===== src/verilog/sdctrl_cfg.svh =====
/* sd host controller configuration: field widths, frame length,
   reset values and the register map offsets */
`ifndef SDCTRL_CFG_SVH
`define SDCTRL_CFG_SVH

`define SDCTRL_ADDR_W       8       // register byte address width
`define SDCTRL_FRAME_BITS   48      // command and response frame length
`define SDCTRL_DIV_RESET    16'd4   // sd clock half period minus one
`define SDCTRL_WDOG_RESET   16'd64  // response timeout in sd clocks

`define SDCTRL_REG_SCKDIV   8'h00   // rw clock divider
`define SDCTRL_REG_CONTROL  8'h04   // rw clock enable, cmd line readback
`define SDCTRL_REG_WDOG     8'h08   // rw response watchdog
`define SDCTRL_REG_CMD      8'h0C   // rw command index, write starts command
`define SDCTRL_REG_ARG      8'h10   // rw command argument
`define SDCTRL_REG_STATUS   8'h14   // ro busy, state, error
`define SDCTRL_REG_RESP     8'h18   // ro response index and crc values
`define SDCTRL_REG_RESP_ARG 8'h1C   // ro response argument

`endif


===== src/verilog/sdctrl_pkg.sv =====
/* sd host controller types: vector typedefs, command state and
   error enums, frame, response and status structs */
`include "sdctrl_cfg.svh"

package sdctrl_pkg;

    typedef logic [`SDCTRL_ADDR_W-1:0] reg_addr_t; // register byte address
    typedef logic [31:0] reg_data_t;
    typedef logic [15:0] sck_div_t;                 // half period minus one
    typedef logic [15:0] wdog_t;                    // timeout in sd clocks
    typedef logic [5:0]  cmd_index_t;
    typedef logic [31:0] cmd_arg_t;
    typedef logic [6:0]  crc7_t;

    typedef enum logic [3:0] {
        IDLE      = 4'd0,
        SEND      = 4'd1,   // frame going out on cmd
        WAIT_RESP = 4'd2,   // hunting or shifting response
        DONE      = 4'd3
    } cmd_state_e;

    typedef enum logic [3:0] {
        NONE    = 4'd0,
        TIMEOUT = 4'd1,     // no start bit within watchdog
        CRC     = 4'd2,
        END_BIT = 4'd3
    } cmd_err_e;

    typedef struct packed {
        cmd_index_t index;
        cmd_arg_t   arg;
    } sd_frame_t;

    typedef struct packed {
        cmd_index_t index;
        cmd_arg_t   arg;
        crc7_t      crc_rx;     // crc field taken from the line
        crc7_t      crc_calc;   // crc computed over first 40 bits
    } resp_info_t;

    typedef struct packed {
        cmd_state_e state;
        cmd_err_e   err;
        logic       busy;
    } cmd_status_t;

endpackage


===== src/verilog/sdctrl_cmd_ctrl.sv =====
/* command sequencer: runs transmit then receive for one command,
   latches the error and hands the response to the register block */
module sdctrl_cmd_ctrl (
    input  logic                    i_clk,
    input  logic                    i_nrst,
    input  logic                    i_cmd_req,
    input  sdctrl_pkg::sd_frame_t   i_cmd_frame,
    output logic                    o_cmd_ack,
    output sdctrl_pkg::cmd_status_t o_status,
    output logic                    o_resp_valid,   // one cycle per response
    output sdctrl_pkg::resp_info_t  o_resp,
    output logic                    o_tx_req,
    output sdctrl_pkg::sd_frame_t   o_tx_frame,
    input  logic                    i_tx_ack,
    output logic                    o_rx_req,
    input  logic                    i_rx_ack,
    input  sdctrl_pkg::resp_info_t  i_rx_resp,
    input  sdctrl_pkg::cmd_err_e    i_rx_err
);
    import sdctrl_pkg::*;

    cmd_state_e state;
    cmd_err_e   err;
    logic       busy;
    logic       start;

    // still busy until the register block releases its request
    assign busy     = (state == SEND) || (state == WAIT_RESP) || o_cmd_ack;
    assign start    = i_cmd_req && !o_cmd_ack && ((state == IDLE) || (state == DONE));
    assign o_status = '{state: state, err: err, busy: busy};

    always_ff @(posedge i_clk or negedge i_nrst) begin
        if (!i_nrst) begin
            state        <= IDLE;
            err          <= NONE;
            o_cmd_ack    <= 1'b0;
            o_tx_req     <= 1'b0;
            o_rx_req     <= 1'b0;
            o_resp_valid <= 1'b0;
        end else begin
            o_resp_valid <= 1'b0;
            if (o_cmd_ack && !i_cmd_req) begin
                o_cmd_ack <= 1'b0;
            end
            case (state)
                IDLE, DONE: begin
                    if (start) begin
                        o_tx_req <= 1'b1;
                        err      <= NONE;
                        state    <= SEND;
                    end
                end
                SEND: begin
                    if (o_tx_req && i_tx_ack) begin
                        o_tx_req <= 1'b0;
                    end else if (!o_tx_req && !i_tx_ack) begin // tx handshake closed
                        o_rx_req <= 1'b1;
                        state    <= WAIT_RESP;
                    end
                end
                WAIT_RESP: begin
                    if (o_rx_req && i_rx_ack) begin
                        o_rx_req     <= 1'b0;
                        err          <= i_rx_err;
                        o_resp_valid <= (i_rx_err != TIMEOUT);
                    end else if (!o_rx_req && !i_rx_ack) begin
                        o_cmd_ack <= 1'b1;
                        state     <= DONE;
                    end
                end
                default: state <= IDLE;
            endcase
        end
    end

    always_ff @(posedge i_clk) begin
        if (start) begin
            o_tx_frame <= i_cmd_frame;                  // held for the whole frame
        end
        if (o_rx_req && i_rx_ack) begin
            o_resp <= i_rx_resp;
        end
    end

    a_tx_rx_exclusive: assert property (@(posedge i_clk) disable iff (!i_nrst)
        !(o_tx_req && o_rx_req));

endmodule


===== src/verilog/sdctrl_cmd_rx.sv =====
/* response deserialiser: start-bit hunt under watchdog, 47-bit shift,
   crc7 and end-bit checks */
`include "sdctrl_cfg.svh"

module sdctrl_cmd_rx (
    input  logic                   i_clk,
    input  logic                   i_nrst,
    input  logic                   i_sck_pos,
    input  logic                   i_sd_cmd,
    input  sdctrl_pkg::wdog_t      i_wdog,
    input  logic                   i_req,
    output logic                   o_ack,
    output sdctrl_pkg::resp_info_t o_resp,      // valid while ack high
    output sdctrl_pkg::cmd_err_e   o_err
);
    import sdctrl_pkg::*;

    logic [`SDCTRL_FRAME_BITS-3:0] shreg;       // index, arg, crc, end
    logic [5:0] bit_cnt;                        // bits after start bit
    wdog_t      wdog_cnt;
    logic       hunt;
    logic       shift;
    logic       timeout;
    logic       start;
    logic       crc_ena;
    crc7_t      crc;

    assign start   = i_req && !o_ack && !hunt && !shift;
    assign crc_ena = i_sck_pos && ((hunt && !i_sd_cmd) ||
                     (shift && (bit_cnt < 6'(`SDCTRL_FRAME_BITS - 9))));
    assign o_resp  = '{index: shreg[45:40], arg: shreg[39:8],
                       crc_rx: shreg[7:1], crc_calc: crc};

    always_comb begin
        if (timeout) begin
            o_err = TIMEOUT;
        end else if (!shreg[0]) begin
            o_err = END_BIT;
        end else if (shreg[7:1] != crc) begin
            o_err = CRC;
        end else begin
            o_err = NONE;
        end
    end

    sdctrl_crc7 u_crc (
        .i_clk   (i_clk),
        .i_nrst  (i_nrst),
        .i_clear (start),
        .i_ena   (crc_ena),
        .i_bit   (i_sd_cmd),
        .o_crc   (crc)
    );

    always_ff @(posedge i_clk or negedge i_nrst) begin
        if (!i_nrst) begin
            hunt     <= 1'b0;
            shift    <= 1'b0;
            timeout  <= 1'b0;
            o_ack    <= 1'b0;
            bit_cnt  <= '0;
            wdog_cnt <= '0;
        end else begin
            if (o_ack && !i_req) begin
                o_ack <= 1'b0;
            end
            if (start) begin
                hunt     <= 1'b1;
                timeout  <= 1'b0;
                wdog_cnt <= i_wdog;
            end else if (hunt && i_sck_pos) begin
                if (!i_sd_cmd) begin
                    hunt    <= 1'b0;                    // start bit seen
                    shift   <= 1'b1;
                    bit_cnt <= '0;
                end else if (wdog_cnt <= 16'd1) begin
                    hunt    <= 1'b0;
                    timeout <= 1'b1;
                    o_ack   <= 1'b1;
                end else begin
                    wdog_cnt <= wdog_cnt - 1'b1;
                end
            end else if (shift && i_sck_pos) begin
                bit_cnt <= bit_cnt + 1'b1;
                if (bit_cnt == 6'(`SDCTRL_FRAME_BITS - 2)) begin
                    shift <= 1'b0;                      // end bit taken
                    o_ack <= 1'b1;
                end
            end
        end
    end

    // direction bit falls off the top
    always_ff @(posedge i_clk) begin
        if (shift && i_sck_pos) begin
            shreg <= {shreg[`SDCTRL_FRAME_BITS-4:0], i_sd_cmd};
        end
    end

endmodule


===== src/verilog/sdctrl_cmd_tx.sv =====
/* command frame serialiser, start and direction bits, index, argument,
   crc7 and end bit, changing on falling sd clock strobes */
`include "sdctrl_cfg.svh"

module sdctrl_cmd_tx (
    input  logic                  i_clk,
    input  logic                  i_nrst,
    input  logic                  i_sck_neg,
    input  logic                  i_req,
    input  sdctrl_pkg::sd_frame_t i_frame,
    output logic                  o_ack,
    output logic                  o_sd_cmd        // idle high
);
    import sdctrl_pkg::*;

    logic [`SDCTRL_FRAME_BITS-9:0] shreg;         // start, dir, index, arg
    logic [5:0] bit_cnt;
    logic [5:0] crc_idx;
    logic       active;
    logic       start;
    logic       crc_ena;
    crc7_t      crc;

    assign start   = i_req && !o_ack && !active;
    assign crc_ena = active && i_sck_neg && (bit_cnt < 6'(`SDCTRL_FRAME_BITS - 8));
    assign crc_idx = 6'(`SDCTRL_FRAME_BITS - 2) - bit_cnt;  // crc msb first

    sdctrl_crc7 u_crc (
        .i_clk   (i_clk),
        .i_nrst  (i_nrst),
        .i_clear (start),
        .i_ena   (crc_ena),
        .i_bit   (shreg[`SDCTRL_FRAME_BITS-9]),
        .o_crc   (crc)
    );

    always_ff @(posedge i_clk or negedge i_nrst) begin
        if (!i_nrst) begin
            active   <= 1'b0;
            bit_cnt  <= '0;
            o_ack    <= 1'b0;
            o_sd_cmd <= 1'b1;
        end else begin
            if (o_ack && !i_req) begin
                o_ack <= 1'b0;
            end
            if (start) begin
                active  <= 1'b1;
                bit_cnt <= '0;
            end else if (active && i_sck_neg) begin
                bit_cnt <= bit_cnt + 1'b1;
                if (bit_cnt < 6'(`SDCTRL_FRAME_BITS - 8)) begin
                    o_sd_cmd <= shreg[`SDCTRL_FRAME_BITS-9];
                end else if (bit_cnt < 6'(`SDCTRL_FRAME_BITS - 1)) begin
                    o_sd_cmd <= crc[crc_idx[2:0]];
                end else if (bit_cnt == 6'(`SDCTRL_FRAME_BITS - 1)) begin
                    o_sd_cmd <= 1'b1;                   // end bit
                end else begin
                    active <= 1'b0;                     // strobe after end bit
                    o_ack  <= 1'b1;
                end
            end
        end
    end

    always_ff @(posedge i_clk) begin
        if (start) begin
            shreg <= {2'b01, i_frame};
        end else if (active && i_sck_neg) begin
            shreg <= {shreg[`SDCTRL_FRAME_BITS-10:0], 1'b0};
        end
    end

    a_idle_high: assert property (@(posedge i_clk) disable iff (!i_nrst)
        !active |-> o_sd_cmd);

endmodule


===== src/verilog/sdctrl_crc7.sv =====
/* serial crc7 generator, polynomial x^7 + x^3 + 1 */
module sdctrl_crc7 (
    input  logic              i_clk,
    input  logic              i_nrst,
    input  logic              i_clear,    // start of frame
    input  logic              i_ena,      // one bit this cycle
    input  logic              i_bit,
    output sdctrl_pkg::crc7_t o_crc
);
    logic fb;

    assign fb = i_bit ^ o_crc[6];

    always_ff @(posedge i_clk or negedge i_nrst) begin
        if (!i_nrst) begin
            o_crc <= '0;
        end else if (i_clear) begin
            o_crc <= '0;
        end else if (i_ena) begin
            o_crc <= {o_crc[5:3], o_crc[2] ^ fb, o_crc[1:0], fb}; // taps at x^3 and x^0
        end
    end

endmodule


===== src/verilog/sdctrl_regs.sv =====
/* register port slave, register file, sd clock divider with edge
   strobes, and capture of the last command response */
`include "sdctrl_cfg.svh"

module sdctrl_regs (
    input  logic                    i_clk,
    input  logic                    i_nrst,
    input  logic                    i_req,          // four-phase host request
    input  logic                    i_we,
    input  sdctrl_pkg::reg_addr_t   i_addr,
    input  sdctrl_pkg::reg_data_t   i_wdata,
    output logic                    o_ack,
    output sdctrl_pkg::reg_data_t   o_rdata,
    input  logic                    i_sd_cmd,       // cmd line readback
    output logic                    o_sd_clk,
    output logic                    o_sck_pos,      // level rises on next edge
    output logic                    o_sck_neg,      // level falls on next edge
    output sdctrl_pkg::wdog_t       o_wdog,
    output logic                    o_cmd_req,
    output sdctrl_pkg::sd_frame_t   o_cmd_frame,
    input  logic                    i_cmd_ack,
    input  sdctrl_pkg::cmd_status_t i_status,
    input  logic                    i_resp_valid,
    input  sdctrl_pkg::resp_info_t  i_resp
);
    import sdctrl_pkg::*;

    sck_div_t   sck_div;
    sck_div_t   sck_cnt;
    logic       sck_ena;
    logic       sck_tick;       // level flips on next edge
    logic       div_wr;
    logic       wr_stb;         // first cycle of a write access
    wdog_t      wdog;
    cmd_index_t cmd_index;
    cmd_arg_t   cmd_arg;
    resp_info_t last_resp;
    reg_data_t  rdata_mux;

    assign wr_stb      = i_req && i_we && !o_ack;
    assign div_wr      = wr_stb && (i_addr == `SDCTRL_REG_SCKDIV);
    assign sck_tick    = sck_ena && (sck_cnt >= sck_div);
    assign o_sck_pos   = sck_tick && !o_sd_clk;
    assign o_sck_neg   = sck_tick && o_sd_clk;
    assign o_wdog      = wdog;
    assign o_cmd_frame = '{index: cmd_index, arg: cmd_arg};

    always_comb begin
        rdata_mux = '0;                                 // unmapped reads 0
        case (i_addr)
            `SDCTRL_REG_SCKDIV:   rdata_mux[15:0] = sck_div;
            `SDCTRL_REG_CONTROL: begin
                rdata_mux[0] = sck_ena;
                rdata_mux[8] = i_sd_cmd;
            end
            `SDCTRL_REG_WDOG:     rdata_mux[15:0] = wdog;
            `SDCTRL_REG_CMD:      rdata_mux[5:0] = cmd_index;
            `SDCTRL_REG_ARG:      rdata_mux = cmd_arg;
            `SDCTRL_REG_STATUS: begin
                rdata_mux[0]    = i_status.busy;
                rdata_mux[7:4]  = i_status.state;
                rdata_mux[11:8] = i_status.err;
            end
            `SDCTRL_REG_RESP: begin
                rdata_mux[5:0]   = last_resp.index;
                rdata_mux[14:8]  = last_resp.crc_rx;
                rdata_mux[22:16] = last_resp.crc_calc;
            end
            `SDCTRL_REG_RESP_ARG: rdata_mux = last_resp.arg;
            default:              rdata_mux = '0;
        endcase
    end

    // ack follows req one edge later in both directions
    always_ff @(posedge i_clk or negedge i_nrst) begin
        if (!i_nrst) begin
            o_ack <= 1'b0;
        end else begin
            o_ack <= i_req;
        end
    end

    always_ff @(posedge i_clk) begin
        if (i_req && !o_ack) begin
            o_rdata <= rdata_mux;                       // valid with ack
        end
    end

    always_ff @(posedge i_clk or negedge i_nrst) begin
        if (!i_nrst) begin
            sck_div   <= `SDCTRL_DIV_RESET;
            sck_ena   <= 1'b0;
            wdog      <= `SDCTRL_WDOG_RESET;
            cmd_index <= '0;
            cmd_arg   <= '0;
            o_cmd_req <= 1'b0;
        end else begin
            if (o_cmd_req && i_cmd_ack) begin
                o_cmd_req <= 1'b0;                      // command finished
            end
            if (wr_stb) begin
                case (i_addr)
                    `SDCTRL_REG_SCKDIV:  sck_div <= i_wdata[15:0];
                    `SDCTRL_REG_CONTROL: sck_ena <= i_wdata[0];
                    `SDCTRL_REG_WDOG:    wdog <= i_wdata[15:0];
                    `SDCTRL_REG_CMD: begin
                        if (!i_status.busy && !o_cmd_req) begin // dropped while busy
                            cmd_index <= i_wdata[5:0];
                            o_cmd_req <= 1'b1;
                        end
                    end
                    `SDCTRL_REG_ARG:     cmd_arg <= i_wdata;
                    default:             ;                  // read-only or unmapped
                endcase
            end
        end
    end

    always_ff @(posedge i_clk or negedge i_nrst) begin
        if (!i_nrst) begin
            sck_cnt  <= '0;
            o_sd_clk <= 1'b0;
        end else begin
            if (sck_tick) begin
                o_sd_clk <= ~o_sd_clk;
            end
            if (sck_tick || div_wr) begin
                sck_cnt <= '0;                          // new half period
            end else if (sck_ena) begin
                sck_cnt <= sck_cnt + 1'b1;
            end
        end
    end

    always_ff @(posedge i_clk or negedge i_nrst) begin
        if (!i_nrst) begin
            last_resp <= '0;
        end else if (i_resp_valid) begin
            last_resp <= i_resp;                        // timeouts never get here
        end
    end

    // host keeps the access fields while its request waits for ack
    a_req_held: assert property (@(posedge i_clk) disable iff (!i_nrst)
        i_req && !o_ack |=> $stable(i_we) && $stable(i_addr) && $stable(i_wdata));

endmodule


===== src/verilog/sdctrl_top.sv =====
/* sd host controller command path: register block, command sequencer,
   transmitter and receiver */
module sdctrl_top (
    input  logic                  i_clk,
    input  logic                  i_nrst,
    input  logic                  i_req,
    input  logic                  i_we,
    input  sdctrl_pkg::reg_addr_t i_addr,
    input  sdctrl_pkg::reg_data_t i_wdata,
    output logic                  o_ack,
    output sdctrl_pkg::reg_data_t o_rdata,
    output logic                  o_sd_clk,
    output logic                  o_sd_cmd,
    input  logic                  i_sd_cmd
);
    import sdctrl_pkg::*;

    logic        sck_pos;
    logic        sck_neg;
    wdog_t       wdog;
    logic        cmd_req;
    logic        cmd_ack;
    sd_frame_t   cmd_frame;
    cmd_status_t status;
    logic        resp_valid;
    resp_info_t  resp;
    logic        tx_req;
    logic        tx_ack;
    sd_frame_t   tx_frame;
    logic        rx_req;
    logic        rx_ack;
    resp_info_t  rx_resp;
    cmd_err_e    rx_err;

    sdctrl_regs u_regs (
        .i_clk(i_clk), .i_nrst(i_nrst),
        .i_req(i_req), .i_we(i_we), .i_addr(i_addr), .i_wdata(i_wdata),
        .o_ack(o_ack), .o_rdata(o_rdata), .i_sd_cmd(i_sd_cmd),
        .o_sd_clk(o_sd_clk), .o_sck_pos(sck_pos), .o_sck_neg(sck_neg), .o_wdog(wdog),
        .o_cmd_req(cmd_req), .o_cmd_frame(cmd_frame), .i_cmd_ack(cmd_ack),
        .i_status(status), .i_resp_valid(resp_valid), .i_resp(resp)
    );

    sdctrl_cmd_ctrl u_ctrl (
        .i_clk(i_clk), .i_nrst(i_nrst),
        .i_cmd_req(cmd_req), .i_cmd_frame(cmd_frame), .o_cmd_ack(cmd_ack),
        .o_status(status), .o_resp_valid(resp_valid), .o_resp(resp),
        .o_tx_req(tx_req), .o_tx_frame(tx_frame), .i_tx_ack(tx_ack),
        .o_rx_req(rx_req), .i_rx_ack(rx_ack), .i_rx_resp(rx_resp), .i_rx_err(rx_err)
    );

    sdctrl_cmd_tx u_tx (
        .i_clk(i_clk), .i_nrst(i_nrst), .i_sck_neg(sck_neg),
        .i_req(tx_req), .i_frame(tx_frame), .o_ack(tx_ack), .o_sd_cmd(o_sd_cmd)
    );

    sdctrl_cmd_rx u_rx (
        .i_clk(i_clk), .i_nrst(i_nrst), .i_sck_pos(sck_pos), .i_sd_cmd(i_sd_cmd),
        .i_wdog(wdog), .i_req(rx_req), .o_ack(rx_ack), .o_resp(rx_resp), .o_err(rx_err)
    );

endmodule

===== config.mk =====
export PLATFORM = sky130hd
export DESIGN_NAME = sdctrl_top
export DESIGN_NICKNAME = d
export VERILOG_FILES = /design/src/verilog/sdctrl_pkg.sv /design/src/verilog/sdctrl_cmd_ctrl.sv /design/src/verilog/sdctrl_cmd_rx.sv /design/src/verilog/sdctrl_cmd_tx.sv /design/src/verilog/sdctrl_crc7.sv /design/src/verilog/sdctrl_regs.sv /design/src/verilog/sdctrl_top.sv
export VERILOG_INCLUDE_DIRS = /design/src /design/src/verilog
export SDC_FILE = /design/constraint.sdc
export NUM_CORES = 1
export LEC_CHECK = 0
export ABC_CLOCK_PERIOD_IN_PS = 3900
export BUFFER_PORTS_ARGS = -buffer_cell sky130_fd_sc_hd__buf_2
export CORE_AREA = 4 4 171 173
export DETAILED_ROUTE_END_ITERATION = 10
export DIE_AREA = 0 0 175 177
export PLACE_DENSITY = 0.86
export SYNTH_ARGS = -nofsm -noshare
export SYNTH_HDL_FRONTEND = slang
export SYNTH_SLANG_ARGS = --single-unit

===== constraint.sdc =====
create_clock -name i_clk -period 3.9 [get_ports i_clk]
set_input_delay 0.585 -clock i_clk [delete_from_list [all_inputs] [get_ports i_clk]]
set_output_delay 0.585 -clock i_clk [all_outputs]
set_load 0.01 [all_outputs]

==> out/metrics.yaml <==
global_route:
  grt_pass1_wl_um: 62900
  grt.overflow.total: 0
  grt_max_degree: 100
  grt_antenna_before_repair: 2
  gr-usage-all-layers_pct: 26.2
  grt_pass1_vias: 10904
synth:
  synthCells: 1266
  ys.flop_type: "edfxtp_1"
  async_reset_ff_share_pct: 48.9
  synth_common_cells: "nand2_1, edfxtp_1, dfrtp_1, mux2_2, nor2_1"
  synth-edff-count: 206
  ys_seq_area_share_pct: 66.7
  synth_top_area_cell: "edfxtp_1"
  synth.area.top_cells: "edfxtp_1, dfrtp_1, mux2_2, nand2_1, mux2i_1"
  syn-cell-area_mm2: 0.0168
  synth-seq-cells: 407
  synth_warnings: 0
  syn_avg_cell_area_um2: 13.3
  synth_top_area_share_pct: 36.8
  synth.most_common_cell: "nand2_1"
  syn-num-nets: 1336
  synth_cell_types: 75
critical_path:
  criticalPathCategory: "reg2reg"
  critPathMaxFanout: 13
  cp_slowest_cell: "nand3_1"
  cp_slowest_stage_delay_ns: 0.56
  worstRegToRegCells: 8
  start_kind: "flop"
  required_ns: 4.29
  arrival_ns: 3.50
  cp-end-kind: "flop"
  crit_chain: "inv_1 -> ha_1 -> nand4_1 -> or3_4 -> or4_4 -> nand3_1 -> a21o_1 -> nor2_1"
clocking:
  cts-resized-gates: 0
  postCtsHoldBufs: 0
  clockRootBuffer: "clkbuf_16"
  clk_pin_slew_ns: 0.05
  cts_tree: "built"
  clk-insertion-delay-late_ns: 0.54
  cts_max_path_buffers: 3
  htreeDepth: 2
  cts_sinks: 407
  post-cts-setup-buffers: 0
  numCtsBuffers: 41
timing:
  tightest_slew_ns: 1.18
  worst_slack_ns: 0.794
  setup_viol: 0
  fin_worst_skew_ns: 0.0177
  rsz0062_at_grt: "no"
  timing.hold.ws_ns: 0.135
  max-slew-margin-rel_pct: 21.4
  final.setup.tns_ns: 0
  max_freq_ghz: 0.322
  post-route-period-util_pct: 79.6
  hold_violations: 0
  finalCriticalPeriod_ns: 3.11
  drv_slew: 0
placed_design:
  dp.final_hpwl_um: 26300
  gp_congestion: 0.911
  dp_cells: 1687
  numPortBuffers: 79
  place_ws_ns: 0.885
power:
  power.share.sequential_pct: 51.3
  peakVddDrop_mv: 0.297
  leakagePower_uw: 0.00809
  switchingPower_uw: 1950
  internal_power_uw: 7120
  powerDensity_mw_per_mm2: 476
  p_sw_share_pct: 21.5
  p_clk_share_pct: 44.6
  p_comb_share_pct: 4.1
drt:
  dr_total_vias: 11106
  drtPass1Iterations: 8
  avgViaCountPerCell: 6.30
  wl_per_cell_um: 23.0
  wirelength_um: 40600
  ant_nets: 0
  drt_first_iter_violations: 1439
  drcViolationCount: 0
layout:
  finish.net_count: 1422
  nFillCells: 1804
  drive_gt1_share_pct: 22.4
  fin_cells: 1764
  area_growth_pct: 13.5
  final_core_utilization_pct: 69.0
die:
  start_util_pct: 60.8
  core_area_mm2: 0.0276
  die_area_mm2: 0.0310
  io-pin-count: 80
  die_h_um: 177
  die_w_um: 175
  rows: 61
run_status:
  outcome: "completed"
flow_run:
  cap_violations: 0
worst_hold_path:
  min_path_type: "in2async"
==> flip-flops by register name (all words and copies together) (netlist names), 6 cells and up <==
name               count
u_regs.last_resp      52
u_regs.sck_div        16
u_regs.sck_cnt        16
u_regs.o_wdog         16
u_ctrl.o_resp         52
u_tx.bit_cnt           6
u_ctrl.o_tx_frame     38
u_tx.shreg            40
u_rx.u_crc.o_crc       7
u_regs.cmd_arg        32
u_rx.shreg            46
u_rx.wdog_cnt         16
u_regs.cmd_index       6
u_tx.u_crc.o_crc       7
u_regs.o_rdata        32
u_rx.bit_cnt           6
==> per-layer routing <==
layer / part of all wire [%] / vias to the layer above / global-route usage, %
met3: 8.2 / 130 / 5.19
met4: 4.6 / 2 / 10.2
met5: 0.032 / - / 0
met2: 48 / 615 / 42.5
met1: 39 / 5544 / 35.5
li1: - / 4815 / -
==> cell type report <==
type	count	area (um^2)	share of cell area, %
multi-input cells	771	5290	27.7
clock buffers	54	1140	5.96
inverters	33	124	0.650
repair buffers	98	559	2.93
flip-flops and latches	407	11200	58.8
well taps	378	473	2.48
clock inverters	22	269	1.41
diodes	1	2.50	0.0131
==> logic make-up after synthesis <==
family	count (synthesis)	share of synthesized area (%)
compound gates	176	7.38
xor+xnor	24	1.25
fa+ha+maj	25	1.86
buf+inv	88	2.14
flops	407	66.7
mux	143	9.41
simple gates	403	11.2
==> stage by stage <==
step                      power [uW]  cell area [um^2]
after floorplan                 4930             16800
after global placement          5090             17700
after detailed placement        5110             17700
after CTS                       9120             19100
after global routing            9350             19100
final                           9080             19100
==> worst paths after layout <==
kind | start | endpoint | slack (ns)
max in group asynchronous | i_nrst | u_regs.o_wdog[6] | 2.67
hold / removal | i_nrst | u_tx.bit_cnt[3] | 0.13
hold reg to reg | u_rx.shreg[45] | u_ctrl.o_resp[51] | 0.43
min in group i_clk | i_req | u_regs.o_ack | 0.25
setup reg to reg | u_regs.sck_div[15] | u_regs.sck_cnt[12] | 0.79
setup / recovery | u_regs.sck_div[15] | u_regs.sck_cnt[12] | 0.79
==> cells in the final DEF, fill, tap and decap left out, types with 5 or more instances in the layout <==
master	netlist	routed
clkbuf_8	0	5
nand4_1	12	12
xnor2_1	12	12
dfrtp_1	196	195
a21oi_1	29	29
o21ai_0	50	50
clkinv_2	0	10
a31oi_1	15	15
clkbuf_16	0	42
ha_1	25	25
a221o_1	9	9
mux2_2	109	109
bufinv_16	0	5
nor2_1	57	56
nor3_1	15	12
nor2b_1	6	5
nand2b_1	7	7
xor2_1	12	12
o211ai_1	5	5
nand3_1	27	27
inv_1	33	32
or3_1	10	10
mux2i_1	33	33
buf_2	8	78
nor4_1	9	9
nand2_1	212	212
buf_4	1	18
and3_1	7	7
edfxtp_1	206	206
clkbuf_1	41	8
or4_1	11	11
a22o_1	11	11
a222oi_1	11	11
==> power by group through the flow <==
| stage | Clock, uW | Combinational, uW | Sequential (uW) |
|---|---|---|---|
| global placement | 0 | 357 | 4740 |
| finish | 4050 | 369 | 4660 |
| floorplan | 0 | 213 | 4720 |
| detailed placement | 0 | 369 | 4740 |
| global route | 4270 | 411 | 4670 |
| CTS | 4090 | 369 | 4660 |
==> worst max-delay path, delay by kind of cell (launching register included) <==
family / cells / cell delay (ns)
DFF: 1 / 0.35
AOI/OAI and AO/OA: 1 / 0.48
and+or+nand+nor: 5 / 1.74
buffers and inverters: 1 / 0.07
adders and majority gates: 1 / 0.33
Power figures use the tool's default switching activity.
